**src/hdl/pl_pkg.sv**
```systemverilog
// Peripheral subsystem package with bus structs, address map, register offsets and reply codes
`default_nettype none

package pl_pkg;

    // ~~~~~~~~~~~~~~~~~~~~~~~~~~~~~~~~~~~~~~~~~~~~~~~~~
    // Bus geometry and address map
    // ~~~~~~~~~~~~~~~~~~~~~~~~~~~~~~~~~~~~~~~~~~~~~~~~~

    localparam int BUS_ADDR_WIDTH = 32;
    localparam int BUS_DATA_WIDTH = 32;

    localparam logic [BUS_ADDR_WIDTH-1:0] BASE_ADDR     = 32'h43C0_0000;
    localparam logic [BUS_ADDR_WIDTH-1:0] WINDOW_OFFSET = 32'h0001_0000;

    localparam int SLAVE_NUM = 2;
    localparam int UART_SLOT = 0;
    localparam int SPI_SLOT  = 1;

    // Clocks per UART bit and clocks per SPI half period
    localparam int UART_DIV_RESET = 16;
    localparam int SPI_DIV_RESET  = 4;

    // ~~~~~~~~~~~~~~~~~~~~~~~~~~~~~~~~~~~~~~~~~~~~~~~~~
    // Register word offsets inside a window
    // ~~~~~~~~~~~~~~~~~~~~~~~~~~~~~~~~~~~~~~~~~~~~~~~~~

    localparam logic [1:0] REG_TXDATA = 2'd0;
    localparam logic [1:0] REG_STATUS = 2'd1;
    localparam logic [1:0] REG_RXDATA = 2'd2;
    localparam logic [1:0] REG_DIV    = 2'd3;

    // ~~~~~~~~~~~~~~~~~~~~~~~~~~~~~~~~~~~~~~~~~~~~~~~~~
    // Request and response types
    // ~~~~~~~~~~~~~~~~~~~~~~~~~~~~~~~~~~~~~~~~~~~~~~~~~

    typedef struct packed {
        logic [15:0] win;
        logic [11:0] spare;
        logic [1:0]  reg_idx;
        logic [1:0]  byte_sel;
    } bus_addr_t;

    typedef struct packed {
        logic                      write;
        bus_addr_t                 addr;
        logic [BUS_DATA_WIDTH-1:0] wdata;
    } bus_req_t;

    // AXI response encoding
    typedef enum logic [1:0] {
        RESP_OKAY   = 2'b00,
        RESP_SLVERR = 2'b10,
        RESP_DECERR = 2'b11
    } resp_code_t;

    typedef struct packed {
        resp_code_t                resp;
        logic [BUS_DATA_WIDTH-1:0] rdata;
    } bus_rsp_t;

endpackage

`default_nettype wire

```
**src/hdl/axil_router.sv**
```systemverilog
// Register bus router that selects a peripheral window and returns one registered response
`timescale 1ns/1ps
`default_nettype none

module axil_router
    import pl_pkg::*;
(
    input  logic                     clk_i,
    input  logic                     arst_n_i,

    input  logic                     req_valid_i,
    input  bus_req_t                 req_i,
    output logic                     req_ready_o,

    output logic                     rsp_valid_o,
    output bus_rsp_t                 rsp_o,
    input  logic                     rsp_ready_i,

    output logic     [SLAVE_NUM-1:0] slv_sel_o,
    output bus_req_t                 slv_req_o,
    input  logic     [SLAVE_NUM-1:0] slv_ack_i,
    input  bus_rsp_t [SLAVE_NUM-1:0] slv_rsp_i
);

    typedef enum logic [1:0] {
        ST_IDLE,
        ST_WAIT,
        ST_RESP
    } state_t;

    state_t               state_q;
    logic [SLAVE_NUM-1:0] hit;
    logic                 take;
    logic                 miss_q;
    logic                 miss_ack_q;
    logic                 any_ack;
    bus_rsp_t             ack_rsp;

    // Upper half of the window base address for a slot
    function automatic logic [15:0] window_num(input int unsigned slot);
        logic [BUS_ADDR_WIDTH-1:0] base;
        base = BASE_ADDR + slot * WINDOW_OFFSET;
        return base[31:16];
    endfunction

    assign req_ready_o = (state_q == ST_IDLE);
    assign rsp_valid_o = (state_q == ST_RESP);
    assign take        = req_valid_i & req_ready_o;

    always_comb begin
        for (int i = 0; i < SLAVE_NUM; i++) begin
            hit[i] = (req_i.addr.win == window_num(i));
        end
    end

    // A miss behaves like a virtual slave that acks with DECERR
    always_comb begin
        any_ack = miss_ack_q;
        ack_rsp = '{resp: RESP_DECERR, rdata: '0};
        for (int i = 0; i < SLAVE_NUM; i++) begin
            if (slv_ack_i[i]) begin
                any_ack = 1'b1;
                ack_rsp = slv_rsp_i[i];
            end
        end
    end

    // ~~~~~~~~~~~~~~~~~~~~~~~~~~~~~~~~~~~~~~~~~~~~~~~~~
    // Handshake controller
    // ~~~~~~~~~~~~~~~~~~~~~~~~~~~~~~~~~~~~~~~~~~~~~~~~~

    always_ff @(posedge clk_i or negedge arst_n_i) begin
        if (!arst_n_i) begin
            state_q    <= ST_IDLE;
            slv_sel_o  <= '0;
            miss_q     <= 1'b0;
            miss_ack_q <= 1'b0;
        end else begin
            slv_sel_o  <= '0;
            miss_q     <= 1'b0;
            miss_ack_q <= miss_q;
            case (state_q)
                ST_IDLE: begin
                    if (take) begin
                        slv_sel_o <= hit;
                        miss_q    <= ~|hit;
                        state_q   <= ST_WAIT;
                    end
                end
                ST_WAIT: begin
                    if (any_ack) begin
                        state_q <= ST_RESP;
                    end
                end
                ST_RESP: begin
                    if (rsp_ready_i) begin
                        state_q <= ST_IDLE;
                    end
                end
                default: state_q <= ST_IDLE;
            endcase
        end
    end

    always_ff @(posedge clk_i) begin
        if (take) begin
            slv_req_o <= req_i;
        end
        if (state_q == ST_WAIT && any_ack) begin
            rsp_o <= ack_rsp;
        end
    end

endmodule

`default_nettype wire

```
**src/hdl/uart_tx_regs.sv**
```systemverilog
// UART transmitter with data, status and divisor registers on the peripheral bus
`timescale 1ns/1ps
`default_nettype none

module uart_tx_regs
    import pl_pkg::*;
(
    input  logic     clk_i,
    input  logic     arst_n_i,

    input  logic     sel_i,
    input  bus_req_t req_i,
    output logic     ack_o,
    output bus_rsp_t rsp_o,

    output logic     uart_tx_o
);

    logic [15:0]               div_q;
    logic [15:0]               baud_cnt_q;
    logic [3:0]                bit_cnt_q;
    logic [9:0]                frame_q;
    logic                      busy_q;

    logic                      wr_tx;
    logic                      wr_div;
    logic                      baud_tick;
    logic [BUS_DATA_WIDTH-1:0] rd_data;

    assign wr_tx     = sel_i & req_i.write & (req_i.addr.reg_idx == REG_TXDATA);
    assign wr_div    = sel_i & req_i.write & (req_i.addr.reg_idx == REG_DIV);
    assign baud_tick = busy_q & ((baud_cnt_q + 16'd1) >= div_q);

    // Frame register idles at all ones so the line stays high
    assign uart_tx_o = frame_q[0];

    always_comb begin
        rd_data = '0;
        case (req_i.addr.reg_idx)
            REG_STATUS: rd_data[0]    = busy_q;
            REG_DIV:    rd_data[15:0] = div_q;
            default:    rd_data       = '0;
        endcase
    end

    // ~~~~~~~~~~~~~~~~~~~~~~~~~~~~~~~~~~~~~~~~~~~~~~~~~
    // Frame engine
    // ~~~~~~~~~~~~~~~~~~~~~~~~~~~~~~~~~~~~~~~~~~~~~~~~~

    always_ff @(posedge clk_i or negedge arst_n_i) begin
        if (!arst_n_i) begin
            div_q      <= 16'(UART_DIV_RESET);
            baud_cnt_q <= '0;
            bit_cnt_q  <= '0;
            frame_q    <= '1;
            busy_q     <= 1'b0;
            ack_o      <= 1'b0;
        end else begin
            ack_o <= sel_i;
            if (wr_div) begin
                div_q <= req_i.wdata[15:0];
            end
            if (wr_tx && !busy_q) begin
                // Stop, data LSB first, start
                frame_q    <= {1'b1, req_i.wdata[7:0], 1'b0};
                busy_q     <= 1'b1;
                baud_cnt_q <= '0;
                bit_cnt_q  <= '0;
            end else if (busy_q) begin
                if (baud_tick) begin
                    baud_cnt_q <= '0;
                    if (bit_cnt_q == 4'd9) begin
                        busy_q <= 1'b0;
                    end else begin
                        frame_q   <= {1'b1, frame_q[9:1]};
                        bit_cnt_q <= bit_cnt_q + 4'd1;
                    end
                end else begin
                    baud_cnt_q <= baud_cnt_q + 16'd1;
                end
            end
        end
    end

    always_ff @(posedge clk_i) begin
        if (sel_i) begin
            rsp_o.resp  <= (wr_tx && busy_q) ? RESP_SLVERR : RESP_OKAY;
            rsp_o.rdata <= req_i.write ? '0 : rd_data;
        end
    end

endmodule

`default_nettype wire

```
**src/hdl/spi_master_regs.sv**
```systemverilog
// Mode-0 SPI master with data, status, receive and divisor registers on the peripheral bus
`timescale 1ns/1ps
`default_nettype none

module spi_master_regs
    import pl_pkg::*;
(
    input  logic     clk_i,
    input  logic     arst_n_i,

    input  logic     sel_i,
    input  bus_req_t req_i,
    output logic     ack_o,
    output bus_rsp_t rsp_o,

    output logic     spi_clk_o,
    output logic     spi_mosi_o,
    output logic     spi_cs_o,
    input  logic     spi_miso_i
);

    logic [15:0]               div_q;
    logic [15:0]               half_cnt_q;
    logic [3:0]                edge_cnt_q;
    logic [7:0]                shift_q;
    logic [7:0]                rx_q;
    logic                      busy_q;
    logic                      sclk_q;
    logic                      mosi_q;
    logic                      cs_q;

    logic                      wr_tx;
    logic                      wr_div;
    logic                      half_tick;
    logic [BUS_DATA_WIDTH-1:0] rd_data;

    assign wr_tx     = sel_i & req_i.write & (req_i.addr.reg_idx == REG_TXDATA);
    assign wr_div    = sel_i & req_i.write & (req_i.addr.reg_idx == REG_DIV);
    assign half_tick = busy_q & ((half_cnt_q + 16'd1) >= div_q);

    assign spi_clk_o  = sclk_q;
    assign spi_mosi_o = mosi_q;
    assign spi_cs_o   = cs_q;

    always_comb begin
        rd_data = '0;
        case (req_i.addr.reg_idx)
            REG_STATUS: rd_data[0]    = busy_q;
            REG_RXDATA: rd_data[7:0]  = rx_q;
            REG_DIV:    rd_data[15:0] = div_q;
            default:    rd_data       = '0;
        endcase
    end

    // ~~~~~~~~~~~~~~~~~~~~~~~~~~~~~~~~~~~~~~~~~~~~~~~~~
    // Transfer engine of 16 half periods per byte
    // ~~~~~~~~~~~~~~~~~~~~~~~~~~~~~~~~~~~~~~~~~~~~~~~~~

    always_ff @(posedge clk_i or negedge arst_n_i) begin
        if (!arst_n_i) begin
            div_q      <= 16'(SPI_DIV_RESET);
            half_cnt_q <= '0;
            edge_cnt_q <= '0;
            shift_q    <= '0;
            rx_q       <= '0;
            busy_q     <= 1'b0;
            sclk_q     <= 1'b0;
            mosi_q     <= 1'b0;
            cs_q       <= 1'b1;
            ack_o      <= 1'b0;
        end else begin
            ack_o <= sel_i;
            if (wr_div) begin
                div_q <= req_i.wdata[15:0];
            end
            if (wr_tx && !busy_q) begin
                // First bit is on MOSI before the first rising edge
                shift_q    <= req_i.wdata[7:0];
                mosi_q     <= req_i.wdata[7];
                cs_q       <= 1'b0;
                busy_q     <= 1'b1;
                half_cnt_q <= '0;
                edge_cnt_q <= '0;
            end else if (busy_q) begin
                if (half_tick) begin
                    half_cnt_q <= '0;
                    edge_cnt_q <= edge_cnt_q + 4'd1;
                    sclk_q     <= ~sclk_q;
                    if (!sclk_q) begin
                        // Rising edge samples MISO
                        shift_q <= {shift_q[6:0], spi_miso_i};
                    end else if (edge_cnt_q == 4'd15) begin
                        rx_q   <= shift_q;
                        mosi_q <= 1'b0;
                        cs_q   <= 1'b1;
                        busy_q <= 1'b0;
                    end else begin
                        mosi_q <= shift_q[7];
                    end
                end else begin
                    half_cnt_q <= half_cnt_q + 16'd1;
                end
            end
        end
    end

    always_ff @(posedge clk_i) begin
        if (sel_i) begin
            rsp_o.resp  <= (wr_tx && busy_q) ? RESP_SLVERR : RESP_OKAY;
            rsp_o.rdata <= req_i.write ? '0 : rd_data;
        end
    end

endmodule

`default_nettype wire

```
**src/hdl/pl_periph_top.sv**
```systemverilog
// Peripheral subsystem top joining the address router, UART transmitter and SPI master
`timescale 1ns/1ps
`default_nettype none

module pl_periph_top
    import pl_pkg::*;
(
    input  logic     clk_i,
    input  logic     arst_n_i,

    input  logic     req_valid_i,
    input  bus_req_t req_i,
    output logic     req_ready_o,

    output logic     rsp_valid_o,
    output bus_rsp_t rsp_o,
    input  logic     rsp_ready_i,

    output logic     uart_tx_o,

    output logic     spi_clk_o,
    output logic     spi_mosi_o,
    output logic     spi_cs_o,
    input  logic     spi_miso_i
);

    logic     [SLAVE_NUM-1:0] slv_sel;
    logic     [SLAVE_NUM-1:0] slv_ack;
    bus_req_t                 slv_req;
    bus_rsp_t [SLAVE_NUM-1:0] slv_rsp;

    axil_router i_axil_router (
        .clk_i      (clk_i),
        .arst_n_i   (arst_n_i),
        .req_valid_i(req_valid_i),
        .req_i      (req_i),
        .req_ready_o(req_ready_o),
        .rsp_valid_o(rsp_valid_o),
        .rsp_o      (rsp_o),
        .rsp_ready_i(rsp_ready_i),
        .slv_sel_o  (slv_sel),
        .slv_req_o  (slv_req),
        .slv_ack_i  (slv_ack),
        .slv_rsp_i  (slv_rsp)
    );

    // Window 0
    uart_tx_regs i_uart_tx_regs (
        .clk_i    (clk_i),
        .arst_n_i (arst_n_i),
        .sel_i    (slv_sel[UART_SLOT]),
        .req_i    (slv_req),
        .ack_o    (slv_ack[UART_SLOT]),
        .rsp_o    (slv_rsp[UART_SLOT]),
        .uart_tx_o(uart_tx_o)
    );

    // Window 1
    spi_master_regs i_spi_master_regs (
        .clk_i     (clk_i),
        .arst_n_i  (arst_n_i),
        .sel_i     (slv_sel[SPI_SLOT]),
        .req_i     (slv_req),
        .ack_o     (slv_ack[SPI_SLOT]),
        .rsp_o     (slv_rsp[SPI_SLOT]),
        .spi_clk_o (spi_clk_o),
        .spi_mosi_o(spi_mosi_o),
        .spi_cs_o  (spi_cs_o),
        .spi_miso_i(spi_miso_i)
    );

endmodule

`default_nettype wire

```
**config.mk**
```make
export PLATFORM = sky130hd
export DESIGN_NAME = pl_periph_top
export DESIGN_NICKNAME = d
export VERILOG_FILES = /design/src/hdl/pl_pkg.sv /design/src/hdl/axil_router.sv /design/src/hdl/uart_tx_regs.sv /design/src/hdl/spi_master_regs.sv /design/src/hdl/pl_periph_top.sv
export SDC_FILE = /design/constraint.sdc
export NUM_CORES = 1
export LEC_CHECK = 0
export CORE_UTILIZATION = 58
export CTS_CLUSTER_DIAMETER = 30
export DETAILED_ROUTE_END_ITERATION = 10
export DONT_BUFFER_PORTS = 1
export GPL_ROUTABILITY_DRIVEN = 0
export PLACE_DENSITY = 0.78
export SETUP_SLACK_MARGIN = 0.15
export SLEW_MARGIN = 0
export SYNTH_ARGS = -nofsm -noshare
export SYNTH_HDL_FRONTEND = slang
export SYNTH_SLANG_ARGS = --single-unit
```
**constraint.sdc**
```tcl
create_clock -name clk_i -period 3.2 [get_ports clk_i]
set_clock_uncertainty 0.2 [all_clocks]
set_input_delay 0.32 -clock clk_i [delete_from_list [all_inputs] [get_ports clk_i]]
set_output_delay 0.32 -clock clk_i [all_outputs]
set_load 0.05 [all_outputs]
```
## Word-level counts from Yosys, hierarchy flattened

Cells that the tools add are included.

- Bits in registers: 232
- Latch bits: 0
- RAM bits: 0
- Memory bits (read-only): 0
- Output and inout bits: 40
- Memories: 0

- Add/subtract/negate cells: 4
- $mul: 0
- Div/mod/pow operators: 0
- $lt $le $gt $ge: 2
- Equal/unequal tests: 14
- Shift operators: 0
- Multiplexer cells: 57
- Bitwise gates (word level): 12
- Reductions and logical operators: 26

Operator list:

| cell | number |
|---|---|
| $mux W16 | 6 |
| $mux W34 | 2 |
| $mux W10 | 4 |
| $add A16 B1 Y16 const B | 2 |
| $eq A16 B15 Y1 const B | 2 |
| $ge A16 B16 Y1 | 2 |
| $mux W8 | 4 |
| $mux W4 | 7 |
| $mux W1 | 23 |
| $reduce_and A3 Y1 | 5 |
| $mux W2 | 7 |
| $pmux W7 S2 | 1 |
| $reduce_bool A2 Y1 | 6 |
| $and A1 B1 Y1 | 9 |
| $add A4 B1 Y4 const B | 2 |
| $eq A4 B4 Y1 const B | 2 |
| $eq A2 B2 Y1 const B | 3 |
| $ne A2 B1 Y1 const B | 3 |
| $pmux W2 S3 | 1 |
| $logic_and A1 B1 Y1 | 5 |
| $reduce_and A5 Y1 | 1 |
| $eq A2 B1 Y1 const B | 2 |
| $logic_not A2 Y1 | 2 |
| $ne A2 B2 Y1 const B | 2 |
| other kinds (7) | 12 |

## Depth between registers and ports, before layout

Gate-level depths: netlist (run 1).

- Depth after elaboration: 6
- Depth in mapped cells: 15

## Cells and area by module

Synthesis (run 1) repeated with hierarchy kept, for this count alone.

- Cell total of the unflattened synthesis: 829
- Area, all modules: 11040.6 um^2

By module, submodules not included:

| module | times used | cells each | area an instance (um^2) | sequential area each (um^2) |
|---|---|---|---|---|
| spi_master_regs | 1 | 350 | 3951.3 | 1939.4 |
| axil_router | 1 | 172 | 3629.7 | 3123.0 |
| uart_tx_regs | 1 | 307 | 3459.6 | 1699.1 |

## Worst setup path after synthesis (run 1)

Ideal clock, no wire load.

- Path type: register -> register
- From: register i_spi_master_regs.half_cnt_q[2]
- To: register i_spi_master_regs.rx_q[0]
- Arrival: 3.221 ns
- Path slack: -0.346 ns
- Cell stages (with the launch flop): 14
- Period minus slack after synthesis: 3.546 ns
- Cell sequence: dfrtp_1 -> nand3_1 -> nor3_1 -> and2_1 -> and3_1 -> xor2_1 -> ha_1 -> nand4_1 -> or3_1 -> or2_4 -> o21ai_4 -> and3_4 -> buf_8 -> mux2_4

- Longest elaborated chain between the ends: 4

RTL lines:

| what | RTL line | text |
|---|---|---|
| from (decl) | spi_master_regs.sv:23 | `logic [15:0] half_cnt_q;` |
| from (signal assigned) | spi_master_regs.sv:101 | `half_cnt_q <= half_cnt_q + 16'd1;` |
| $add A16 B1 Y16 | spi_master_regs.sv:39 | `assign half_tick = busy_q & ((half_cnt_q + 16'd1) >= div_q);` |
| $ge A16 B16 Y1 | spi_master_regs.sv:39 |  |
| $and A1 B1 Y1 | spi_master_regs.sv:39 |  |
| $reduce_and A5 Y1 (no line) | -- |  |
| to (signal assigned) | spi_master_regs.sv:93 | `rx_q <= shift_q;` |
| to (decl) | spi_master_regs.sv:26 | `logic [7:0] rx_q;` |

Every way passes these cells.
A chain may end at the register's enable or synchronous reset.

## Worst setup path after layout (run 1)

- From: register i_spi_master_regs.half_cnt_q[0]
- To: register i_spi_master_regs.rx_q[3]

The elaborated chain is that of the path after synthesis.

==> flow_metrics.env, run 1 <==
export IMPL_status="finished with violations"
export IMPL_violations="negative setup slack"
export IMPL_antenna_found_initial=0
export IMPL_power_leakage_nw=4.67
export IMPL_ys_warnings_count=0
export IMPL_grt_max_degree=111
export IMPL_synth_edf_count=71
export IMPL_timing_hold_ws_ps=28.0
export IMPL_cts_root_buf="clkbuf_16"
export IMPL_start_util=0.595
export IMPL_netlist_area_sq_mm=0.00869
export IMPL_cpPeakStageDelay_ps=390
export IMPL_first_global_vias=6624
export IMPL_synthFlopType="dfrtp_1"
export IMPL_diodes=0
export IMPL_postRouteAntennaNets=0
export IMPL_ctsHtreeMaxLevel=4
export IMPL_cp_endpoint="i_spi_master_regs.rx_q[3]"
export IMPL_clkTransAtPathRegs_ps=60
export IMPL_numCtsBuffers=17
export IMPL_crit_top_cell="nand4_1"
export IMPL_r2r_end="i_spi_master_regs.rx_q[3]"
export IMPL_portBuffers=0
export IMPL_drive_gt1_frac=0.303
export IMPL_clkSinkCount=181
export IMPL_synth_cell_types=56
export IMPL_cts_max_path_buffers=2
export IMPL_synth_area_per_cell_sq_um=11.6
export IMPL_critPathLaunch="i_spi_master_regs.half_cnt_q[0]"
export IMPL_grt_overflow=0
export IMPL_fin_crit_sh=1.08
export IMPL_worstHoldPathType="primary input to register"
export IMPL_netlist_area_leader_share=0.282
export IMPL_async_flop_share=0.608
export IMPL_setup_viol=48
export IMPL_wl_um=22300
export IMPL_reg2regPathDepth=13
export IMPL_cpMaxStageDelayCell="dfrtp_1"
export IMPL_drc_errors=0
export IMPL_grt_pass1_wl_um=34400
export IMPL_max_freq_mhz=288
export IMPL_worstPathCellList="ha_2 -> nand2_2 -> nor3_2 -> buf_4 -> nand4_1 -> xnor2_1 -> ha_1 -> nand4_1 -> or3_4 -> or2_4 -> o21ai_4 -> and3_4 -> mux2_4"
export IMPL_drt_pass1_iter_count=5
export IMPL_cts_tree="built"
export IMPL_setup_ws_ps=-268
export IMPL_ys_seq_area_frac=0.564
export IMPL_die_area_sq_mm=0.0155
export IMPL_slew_violations=0
export IMPL_reg2reg_from="i_spi_master_regs.half_cnt_q[0]"
export IMPL_area_delta_synth_final_pct=25.5
export IMPL_slew_headroom=0.129
export IMPL_rsz0062_at_grt="true"
export IMPL_end_kind="register"
export IMPL_power_density_mw_per_mm2=457
export IMPL_core_area_sq_mm=0.0146
export IMPL_grt_use_total=0.286
export IMPL_vias=6548
export IMPL_synthTopCellsByArea="dfrtp_1 28%, edfxtp_1 25%, ha_1 5.3%, mux2_2 4.1%, dfstp_2 3.6%"
export IMPL_required_ps=3310
export IMPL_ys_ff_latch=181
export IMPL_synth_top_area_cell="dfrtp_1"
export IMPL_die_h_um=124
export IMPL_rrSetupSlack_ps=-270
export IMPL_drtIter0Drc=656
export IMPL_ios=110
export IMPL_synth_cells=750
export IMPL_final_core_util=0.747
export IMPL_cp_max_fo=5
export IMPL_rows=44
export IMPL_worst_pin_slew_ps=1300
export IMPL_final_nets=969
export IMPL_critPathKind="register to register"
export IMPL_routedWlPerCell_um=21.1
export IMPL_viasPerCell=6.18
export IMPL_arrival_ps=3580
export IMPL_peakVddDrop_mv=0.495
export IMPL_dpl_hpwl_um=12800
export IMPL_die_w_um=124
export IMPL_finalCriticalPeriod_ps=3470
export IMPL_cp_start_kind="register"
export IMPL_hold_viol_final=0
export IMPL_max_cap_violations=0
export IMPL_worstSkewPairLatency_ps=430
repair_timing:
item / 4_1_cts / 5_1_grt
gates cloned: 7 / 0
gates resized for setup: 67 / 41
pin swaps: 41 / 41
hold buffers: 27 / 0
setup buffers: 16 / 21
endpoints found under the hold margin: 134 / 0
endpoints found under the setup margin: 66 / 70
cell families after synthesis:
kind of cell | count (synthesis) | synth area share
xor gates and xnor gates | 27 | 0.0272
buffers and inverters | 88 | 0.0468
muxes | 55 | 0.0726
DFF | 181 | 0.564
and+or+nand+nor | 215 | 0.123
adders and majority gates | 37 | 0.0533
other | 1 | 0.000432
AOI/OAI and AO/OA | 146 | 0.113
routing by layer:
| metal | up-vias | GRT usage | routed length (um) |
|---|---|---|---|
| met5 | - | 0 | 0 |
| met4 | 0 | 0.0957 | 631 |
| met3 | 71 | 0.0528 | 1250 |
| met2 | 328 | 0.495 | 11400 |
| met1 | 3229 | 0.361 | 9060 |
| li1 | 2920 | - | - |
final cells by class:
type                            count  area [sq um]
Timing Repair Buffer              123          1130
Inverter                           40           150
Fill cell                         847          3690
Multi-Input combinational cell    499          3940
Tap cell                          184           230
Clock buffer                       20           437
Clock inverter                     12           109
Sequential cell                   181          4900
state kept, by name (all words and copies together) (netlist names), 2 cells and up:
| name | count |
|---|---|
| i_axil_router.slv_req_o | 19 |
| i_axil_router.rsp_o | 18 |
| i_spi_master_regs.rsp_o | 17 |
| i_uart_tx_regs.rsp_o | 17 |
| i_spi_master_regs.div_q | 16 |
| i_spi_master_regs.half_cnt_q | 16 |
| i_uart_tx_regs.baud_cnt_q | 16 |
| i_uart_tx_regs.div_q | 16 |
| i_uart_tx_regs.frame_q | 9 |
| i_spi_master_regs.rx_q | 8 |
| i_spi_master_regs.shift_q | 8 |
| i_spi_master_regs.edge_cnt_q | 4 |
| i_uart_tx_regs.bit_cnt_q | 4 |
| i_axil_router.slv_sel_o | 2 |
| i_axil_router.state_q | 2 |
worst max-delay path: cells and delay by family (launching register included):
kind,cells,cell delay (ps)
xor gates and xnor gates,1,160
adders and majority gates,2,520
DFF,1,390
AOI/OAI and AO/OA,1,190
buffers and inverters,1,150
muxes,1,320
and+or+nand+nor,7,1410
where the power goes:
part,leakage (nW),switching (mW),total (mW),internal [mW]
registers,2.05,0.184,2.71,2.53
clock network,0.252,0.903,1.97,1.07
logic,2.36,0.228,0.301,0.0729
stage by stage:
step	total power, mW	instance area [sq um]	instances	TNS (ps)	setup slack [ps]
6_report	4.99	10900	1059	-5320	-268
5_1_grt	5.12	10900	1059	-13700	-378
4_1_cts	4.98	10600	1038	-1470	-156
3_5_place_dp	2.99	9250	956	-5660	-287
3_3_place_gp	2.98	9250	956	-1210	-76.1
2_1_floorplan	2.92	8860	765	-1070	-133
how the worst min path moves through the flow:
stage,to,slack [ps],depth (start not counted),from
after floorplan,i_axil_router.miss_ack_q,-180,0,arst_n_i
after global placement,i_spi_master_regs.half_cnt_q[10],-170,0,arst_n_i
after detailed placement,i_axil_router.state_q[0],-170,0,arst_n_i
after CTS,i_axil_router.miss_q,6,3,req_i[49]
after global routing,i_axil_router.miss_q,40,3,req_i[49]
final,i_axil_router.miss_q,30,3,req_i[49]
synth_stat cells, types with 6 or more instances:
master / instances
edfxtp_1: 71
nand2b_1: 6
nor3_1: 33
mux2i_1: 15
nor2_1: 47
clkbuf_1: 24
a22o_1: 30
nand4_1: 11
a21oi_1: 29
mux2_4: 8
buf_4: 16
nor3b_1: 6
inv_1: 40
a21o_1: 8
xnor2_1: 13
nand3b_1: 8
dfstp_2: 12
a31oi_1: 22
mux2_2: 32
ha_1: 37
and3_1: 8
nand2_1: 51
xor2_1: 14
nand3_1: 19
dfrtp_1: 98
o21ai_0: 34
placed cells by master (no fill, tap or decap), drive strengths merged, types with 16 or more instances in the layout:
cell type	count
nand3	19
buf	97
a21oi	29
dfrtp	98
a31oi	22
dlygate4sd3	26
nor3	33
conb	16
edfxtp	71
mux2	40
o21ai	37
inv	41
nor2	48
clkbuf	20
a22o	30
ha	37
nand2	51
Note: power is estimated with default switching activity, not from simulation.
==> run 2: changes to the inputs <==
--- a/config.mk
+++ b/config.mk
@@ -10,7 +10,8 @@
 export DETAILED_ROUTE_END_ITERATION = 10
 export DONT_BUFFER_PORTS = 1
 export GPL_ROUTABILITY_DRIVEN = 0
-export PLACE_DENSITY = 0.78
+export PLACE_DENSITY = 0.82
+export REMOVE_ABC_BUFFERS = 1
 export SETUP_SLACK_MARGIN = 0.15
 export SLEW_MARGIN = 0
 export SYNTH_ARGS = -nofsm -noshare
==> flow_metrics.env, run 2 (synthesized netlist as in run 1, its figures left out) <==
export IMPL_status="finished with violations"
export IMPL_violations="negative hold slack, negative setup slack"
export IMPL_routedWlPerCell_um=25.0
export IMPL_diodes=0
export IMPL_cpMaxStageDelayCell="dfrtp_2"
export IMPL_drive_gt1_frac=0.327
export IMPL_grt_pass1_wl_um=36700
export IMPL_portBuffers=0
export IMPL_cp_start_kind="register"
export IMPL_fill_cells=751
export IMPL_switchingPower_mw=1.41
export IMPL_drtIter0Drc=939
export IMPL_first_global_vias=7029
export IMPL_clkSinkCount=181
export IMPL_regMostFlops="i_axil_router.slv_req_o"
export IMPL_clock_power_share=0.428
export IMPL_cpPeakStageDelay_ps=450
export IMPL_postRouteAntennaNets=0
export IMPL_ctsHtreeMaxLevel=4
export IMPL_die_area_sq_mm=0.0155
export IMPL_multi_input_area_sq_mm=0.00403
export IMPL_cts_root_buf="clkbuf_16"
export IMPL_regArea_sq_mm=0.00490
export IMPL_clkTransAtPathRegs_ps=80
export IMPL_worstPathCellList="and3_2 -> and4_4 -> nand3_2 -> xnor2_1 -> ha_1 -> a21oi_2 -> o211ai_1 -> o21ba_4 -> a21boi_4 -> buf_6 -> buf_16 -> a21oi_4 -> a31oi_4"
export IMPL_dpl_hpwl_um=12800
export IMPL_largest_reg_flops=19
export IMPL_timing_hold_ws_ps=-6.42
export IMPL_max_cap_violations=0
export IMPL_numCtsBuffers=17
export IMPL_peakVddDrop_mv=0.440
export IMPL_drc_errors=0
export IMPL_max_freq_mhz=286
export IMPL_finalPower_mw=5.29
export IMPL_area_delta_synth_final_pct=28.0
export IMPL_core_area_sq_mm=0.0146
export IMPL_final_common_cell="dfrtp_1"
export IMPL_required_ps=3360
export IMPL_setup_viol=67
export IMPL_rsz0062_at_grt="true"
export IMPL_worstHoldPathType="primary input to register"
export IMPL_sw_frac_of_total=0.267
export IMPL_power_density_mw_per_mm2=476
export IMPL_grt_max_degree=111
export IMPL_share_seq_of_total_power=0.513
export IMPL_die_w_um=124
export IMPL_drt_pass1_iter_count=8
export IMPL_arrival_ps=3660
export IMPL_comb_power_share=0.059
export IMPL_finalCriticalPeriod_ps=3500
export IMPL_hold_viol_final=1
export IMPL_cp_max_fo=5
export IMPL_antenna_found_initial=0
export IMPL_cts_max_path_buffers=2
export IMPL_fin_crit_sh=1.09
export IMPL_die_h_um=124
export IMPL_critPathKind="register to register"
export IMPL_grt_use_total=0.312
export IMPL_final_nets=971
export IMPL_rows=44
export IMPL_top_regs="i_axil_router.slv_req_o (19), i_axil_router.rsp_o (18)"
export IMPL_grt_overflow=0
export IMPL_mostFrequentLayoutCells="94 x dfrtp_1, 77 x buf_4, 71 x edfxtp_1"
export IMPL_cts_tree="built"
export IMPL_end_kind="register"
export IMPL_vias=7065
export IMPL_viasPerCell=6.66
export IMPL_ios=110
export IMPL_setup_ws_ps=-298
export IMPL_start_util=0.595
export IMPL_worst_pin_slew_ps=1450
export IMPL_power_leakage_nw=4.74
export IMPL_power_internal_mw=3.88
export IMPL_worstSkewPairLatency_ps=450
export IMPL_slew_violations=0
export IMPL_final_core_util=0.762
export IMPL_wl_um=26600
export IMPL_slew_headroom=0.0310
==> run 2: cell count changes in the layout (fill, tap and decap cells not counted), sizes merged <==
cell and delta:
clkinvlp -1, clkinv -3, nor2 -1, clkbuf -1, inv +3, buf +3
bufinv +2
==> run 2: layout make-up <==
class	instances	area share
repair buffers	126	0.106
well taps	184	0.0207
flip-flops and latches	181	0.441
clock inverters	13	0.0152
inverters	40	0.0135
multi-input cells	498	0.362
clock buffers	19	0.0408
==> run 2: routing by layer <==
metal | vias to the layer above | GRT usage | wire length (um)
met1 | 3451 | 0.361 | 9480
met2 | 555 | 0.526 | 13200
met3 | 144 | 0.0816 | 2260
li1 | 2915 | - | -
met5 | - | 0 | 0
met4 | 0 | 0.170 | 1640
==> run 2: per-stage QoR <==
step                      cells  worst slack [ps]  area, sq um  setup TNS [ps]  hold WS, ps
after floorplan             717              -449         8490           -7730         -176
after global placement      964              -150         9210           -1410         -170
after detailed placement    964              -249         9210           -5270         -171
after CTS                  1050              -136        10700           -1310         7.70
after global routing       1061              -466        11100          -15340         17.7
final                      1061              -298        11100           -9990        -6.42
==> run 2: final timing paths <==
path / startpoint / depth (start not counted) / to / slack [ps]
hold reg to reg: i_axil_router.miss_q / 0 / i_axil_router.miss_ack_q / 170
max in group asynchronous: arst_n_i / 2 / i_uart_tx_regs.baud_cnt_q[3] / 2060
hold / removal: req_i[49] / 3 / i_axil_router.miss_q / -6
min in group asynchronous: arst_n_i / 2 / i_spi_master_regs.half_cnt_q[10] / 280
setup / recovery: i_uart_tx_regs.baud_cnt_q[10] / 13 / i_uart_tx_regs.baud_cnt_q[7] / -300
setup reg to reg: i_uart_tx_regs.baud_cnt_q[10] / 13 / i_uart_tx_regs.baud_cnt_q[7] / -300
==> run 2: power groups by stage <==
stage	combinational [mW]	sequential (mW)	clock, mW
after floorplan	0.161	2.73	0
after global placement	0.237	2.75	0
after detailed placement	0.247	2.75	0
after CTS	0.302	2.71	2.21
after global routing	0.326	2.72	2.34
final	0.311	2.71	2.27
==> run 2: worst max-delay path, delay by kind of cell (launching register included) <==
kind            cells  cell delay, ps
compound gates      6            1240
flops               1             450
xor+xnor            1             150
buf+inv             2             290
fa+ha+maj           1             340
simple gates        3             730
==> run 2: repair_timing <==
item,4_1_cts,5_1_grt
pin swaps,50,41
hold buffers,27,0
setup endpoints to repair,69,70
cloned,6,0
buffers inserted,21,11
gates resized for setup,82,74
endpoints found under the hold margin,134,0
==> run 3: changes to the inputs <==
--- a/config.mk
+++ b/config.mk
@@ -10,7 +10,7 @@
 export DETAILED_ROUTE_END_ITERATION = 10
 export DONT_BUFFER_PORTS = 1
 export GPL_ROUTABILITY_DRIVEN = 0
-export PLACE_DENSITY = 0.82
+export PLACE_DENSITY = 0.83
 export REMOVE_ABC_BUFFERS = 1
 export SETUP_SLACK_MARGIN = 0.15
 export SLEW_MARGIN = 0
==> flow_metrics.env, run 3 (synthesized netlist as in run 1, its figures left out) <==
export IMPL_slew_headroom=0.135
export IMPL_clock_power_share=0.433
export IMPL_slew_violations=0
export IMPL_portBuffers=0
export IMPL_worstSkewPairLatency_ps=440
export IMPL_top_regs="i_axil_router.slv_req_o (19), i_axil_router.rsp_o (18)"
export IMPL_die_w_um=124
export IMPL_cts_tree="built"
export IMPL_numCtsBuffers=17
export IMPL_r2r_end="i_spi_master_regs.rx_q[2]"
export IMPL_cts_max_path_buffers=2
export IMPL_placed_cell_area_sq_mm=0.00917
export IMPL_stdcell_area_sq_mm=0.0111
export IMPL_power_leakage_nw=4.68
export IMPL_final_common_cell="dfrtp_1"
export IMPL_cp_start_kind="register"
export IMPL_cp_max_fo=5
export IMPL_postRouteAntennaNets=0
export IMPL_viasPerCell=6.55
export IMPL_ctsHtreeMaxLevel=4
export IMPL_die_area_sq_mm=0.0155
export IMPL_ios=110
export IMPL_mostFrequentLayoutCells="93 x dfrtp_1, 75 x buf_4, 71 x edfxtp_1"
export IMPL_area_delta_synth_final_pct=27.4
export IMPL_clkTransAtPathRegs_ps=70
export IMPL_fin_crit_sh=1.11
export IMPL_die_h_um=124
export IMPL_met2WireLength_um=12600
export IMPL_drt_met1_wl_um=9260
export IMPL_drc_errors=0
export IMPL_stdcell_count=1053
export IMPL_worstHoldStart="req_i[49]"
export IMPL_clkSinkCount=181
export IMPL_worstHoldPathType="primary input to register"
export IMPL_crit_cells=12
export IMPL_rrSetupSlack_ps=-360
export IMPL_power_internal_mw=4.00
export IMPL_rsz0062_at_grt="true"
export IMPL_hold_depth=3
export IMPL_arrival_ps=3680
export IMPL_drive_gt1_frac=0.305
export IMPL_critPathLaunch="i_spi_master_regs.half_cnt_q[0]"
export IMPL_power_density_mw_per_mm2=481
export IMPL_dpl_hpwl_um=12700
export IMPL_wl_met3_um=2060
export IMPL_max_freq_mhz=281
export IMPL_cts_root_buf="clkbuf_16"
export IMPL_cpPeakStageDelay_ps=410
export IMPL_finalCriticalPeriod_ps=3560
export IMPL_grt_overflow=0
export IMPL_largest_reg_flops=19
export IMPL_setup_viol=68
export IMPL_grt_use_total=0.297
export IMPL_highest_layer="met4"
export IMPL_grt_pass1_wl_um=35300
export IMPL_violations="negative setup slack"
export IMPL_finalPower_mw=5.32
export IMPL_worst_pin_slew_ps=1300
export IMPL_antenna_found_initial=0
export IMPL_routedWlPerCell_um=24.2
export IMPL_final_nets=963
export IMPL_path_buf_inv=0
export IMPL_crit_family="simple AND/OR/NAND/NOR gates"
export IMPL_regMostFlops="i_axil_router.slv_req_o"
export IMPL_max_cap_violations=0
export IMPL_grt_max_degree=111
export IMPL_switchingPower_mw=1.32
export IMPL_cpMaxStageDelayCell="or3_4"
export IMPL_core_area_sq_mm=0.0146
export IMPL_reg2regPathDepth=12
export IMPL_wl_um=25400
export IMPL_sw_frac_of_total=0.249
export IMPL_dp_cells=959
export IMPL_critPathKind="register to register"
export IMPL_hold_viol_final=0
export IMPL_vias=6902
export IMPL_required_ps=3320
export IMPL_first_global_vias=6690
export IMPL_start_util=0.595
export IMPL_drt_pass1_iter_count=7
export IMPL_end_kind="register"
export IMPL_diodes=0
export IMPL_rows=44
export IMPL_setup_ws_ps=-360
export IMPL_cp_endpoint="i_spi_master_regs.rx_q[2]"
export IMPL_status="finished with violations"
export IMPL_worstPathCellList="ha_1 -> nand2_1 -> nor3_2 -> nand4_1 -> xnor2_1 -> ha_1 -> nand4_1 -> or3_4 -> or2_4 -> o21ai_4 -> and3_4 -> mux2_4"
export IMPL_drtIter0Drc=777
export IMPL_final_core_util=0.758
export IMPL_comb_power_share=0.058
export IMPL_reg2reg_from="i_spi_master_regs.half_cnt_q[0]"
export IMPL_share_seq_of_total_power=0.509
export IMPL_peakVddDrop_mv=0.455
export IMPL_dp_slack_ps=-320
-- run 3: changes by cell type in the layout (fill, tap and decap cells not counted), sizes merged --
cell / previous run / this run
buf: 100 / 92
clkbuf: 19 / 24
inv: 44 / 40
clkinvlp: 4 / 1
bufinv: 3 / 4
clkinv: 2 / 3
-- run 3: repair_timing --
action	CTS	global route
gates cloned	5	0
pin swaps	38	36
gates resized for setup	73	66
hold endpoints to repair	134	0
hold buffers	27	0
buffers inserted	17	13
endpoints found under the setup margin	70	70
-- run 3: worst min path at each step --
stage,endpoint,slack (ps)
floorplan,i_axil_router.miss_ack_q,-180
global placement,i_axil_router.state_q[0],-170
detailed placement,i_axil_router.miss_ack_q,-170
CTS,i_axil_router.miss_q,60
global route,i_axil_router.miss_q,70
finish,i_axil_router.miss_q,70
-- run 3: power groups by stage --
| stage | combinational [mW] | sequential (mW) | clock [mW] |
|---|---|---|---|
| 2_1_floorplan | 0.161 | 2.73 | 0 |
| 3_3_place_gp | 0.235 | 2.75 | 0 |
| 3_5_place_dp | 0.239 | 2.75 | 0 |
| 6_report | 0.307 | 2.71 | 2.31 |
| 4_1_cts | 0.298 | 2.71 | 2.25 |
| 5_1_grt | 0.322 | 2.71 | 2.38 |
-- run 3: stage by stage --
stage               hold WS [ps]  setup TNS [ps]
floorplan                   -176           -7730
global placement            -171           -2320
detailed placement          -172           -7400
CTS                         63.0            -849
global route                71.3          -20750
finish                      65.2          -13250
-- run 3: layout make-up --
cell class                      count  area [sq um]
Timing Repair Buffer              118          1090
Multi-Input combinational cell    498          4050
Clock buffer                       24           493
Clock inverter                      8           146
Tap cell                          184           230
Sequential cell                   181          4910
Inverter                           40           150
Fill cell                         767          3520
-- run 3: metal layers --
metal / track usage / up-vias
li1: - / 2901
met1: 0.370 / 3372
met2: 0.502 / 507
met3: 0.0601 / 122
met4: 0.132 / 0
met5: 0 / -
-- run 3: worst min-delay path, cell delays in order --
cell,delay (ps)
nor4b_1,30
nand4_1,130
and2_1,170
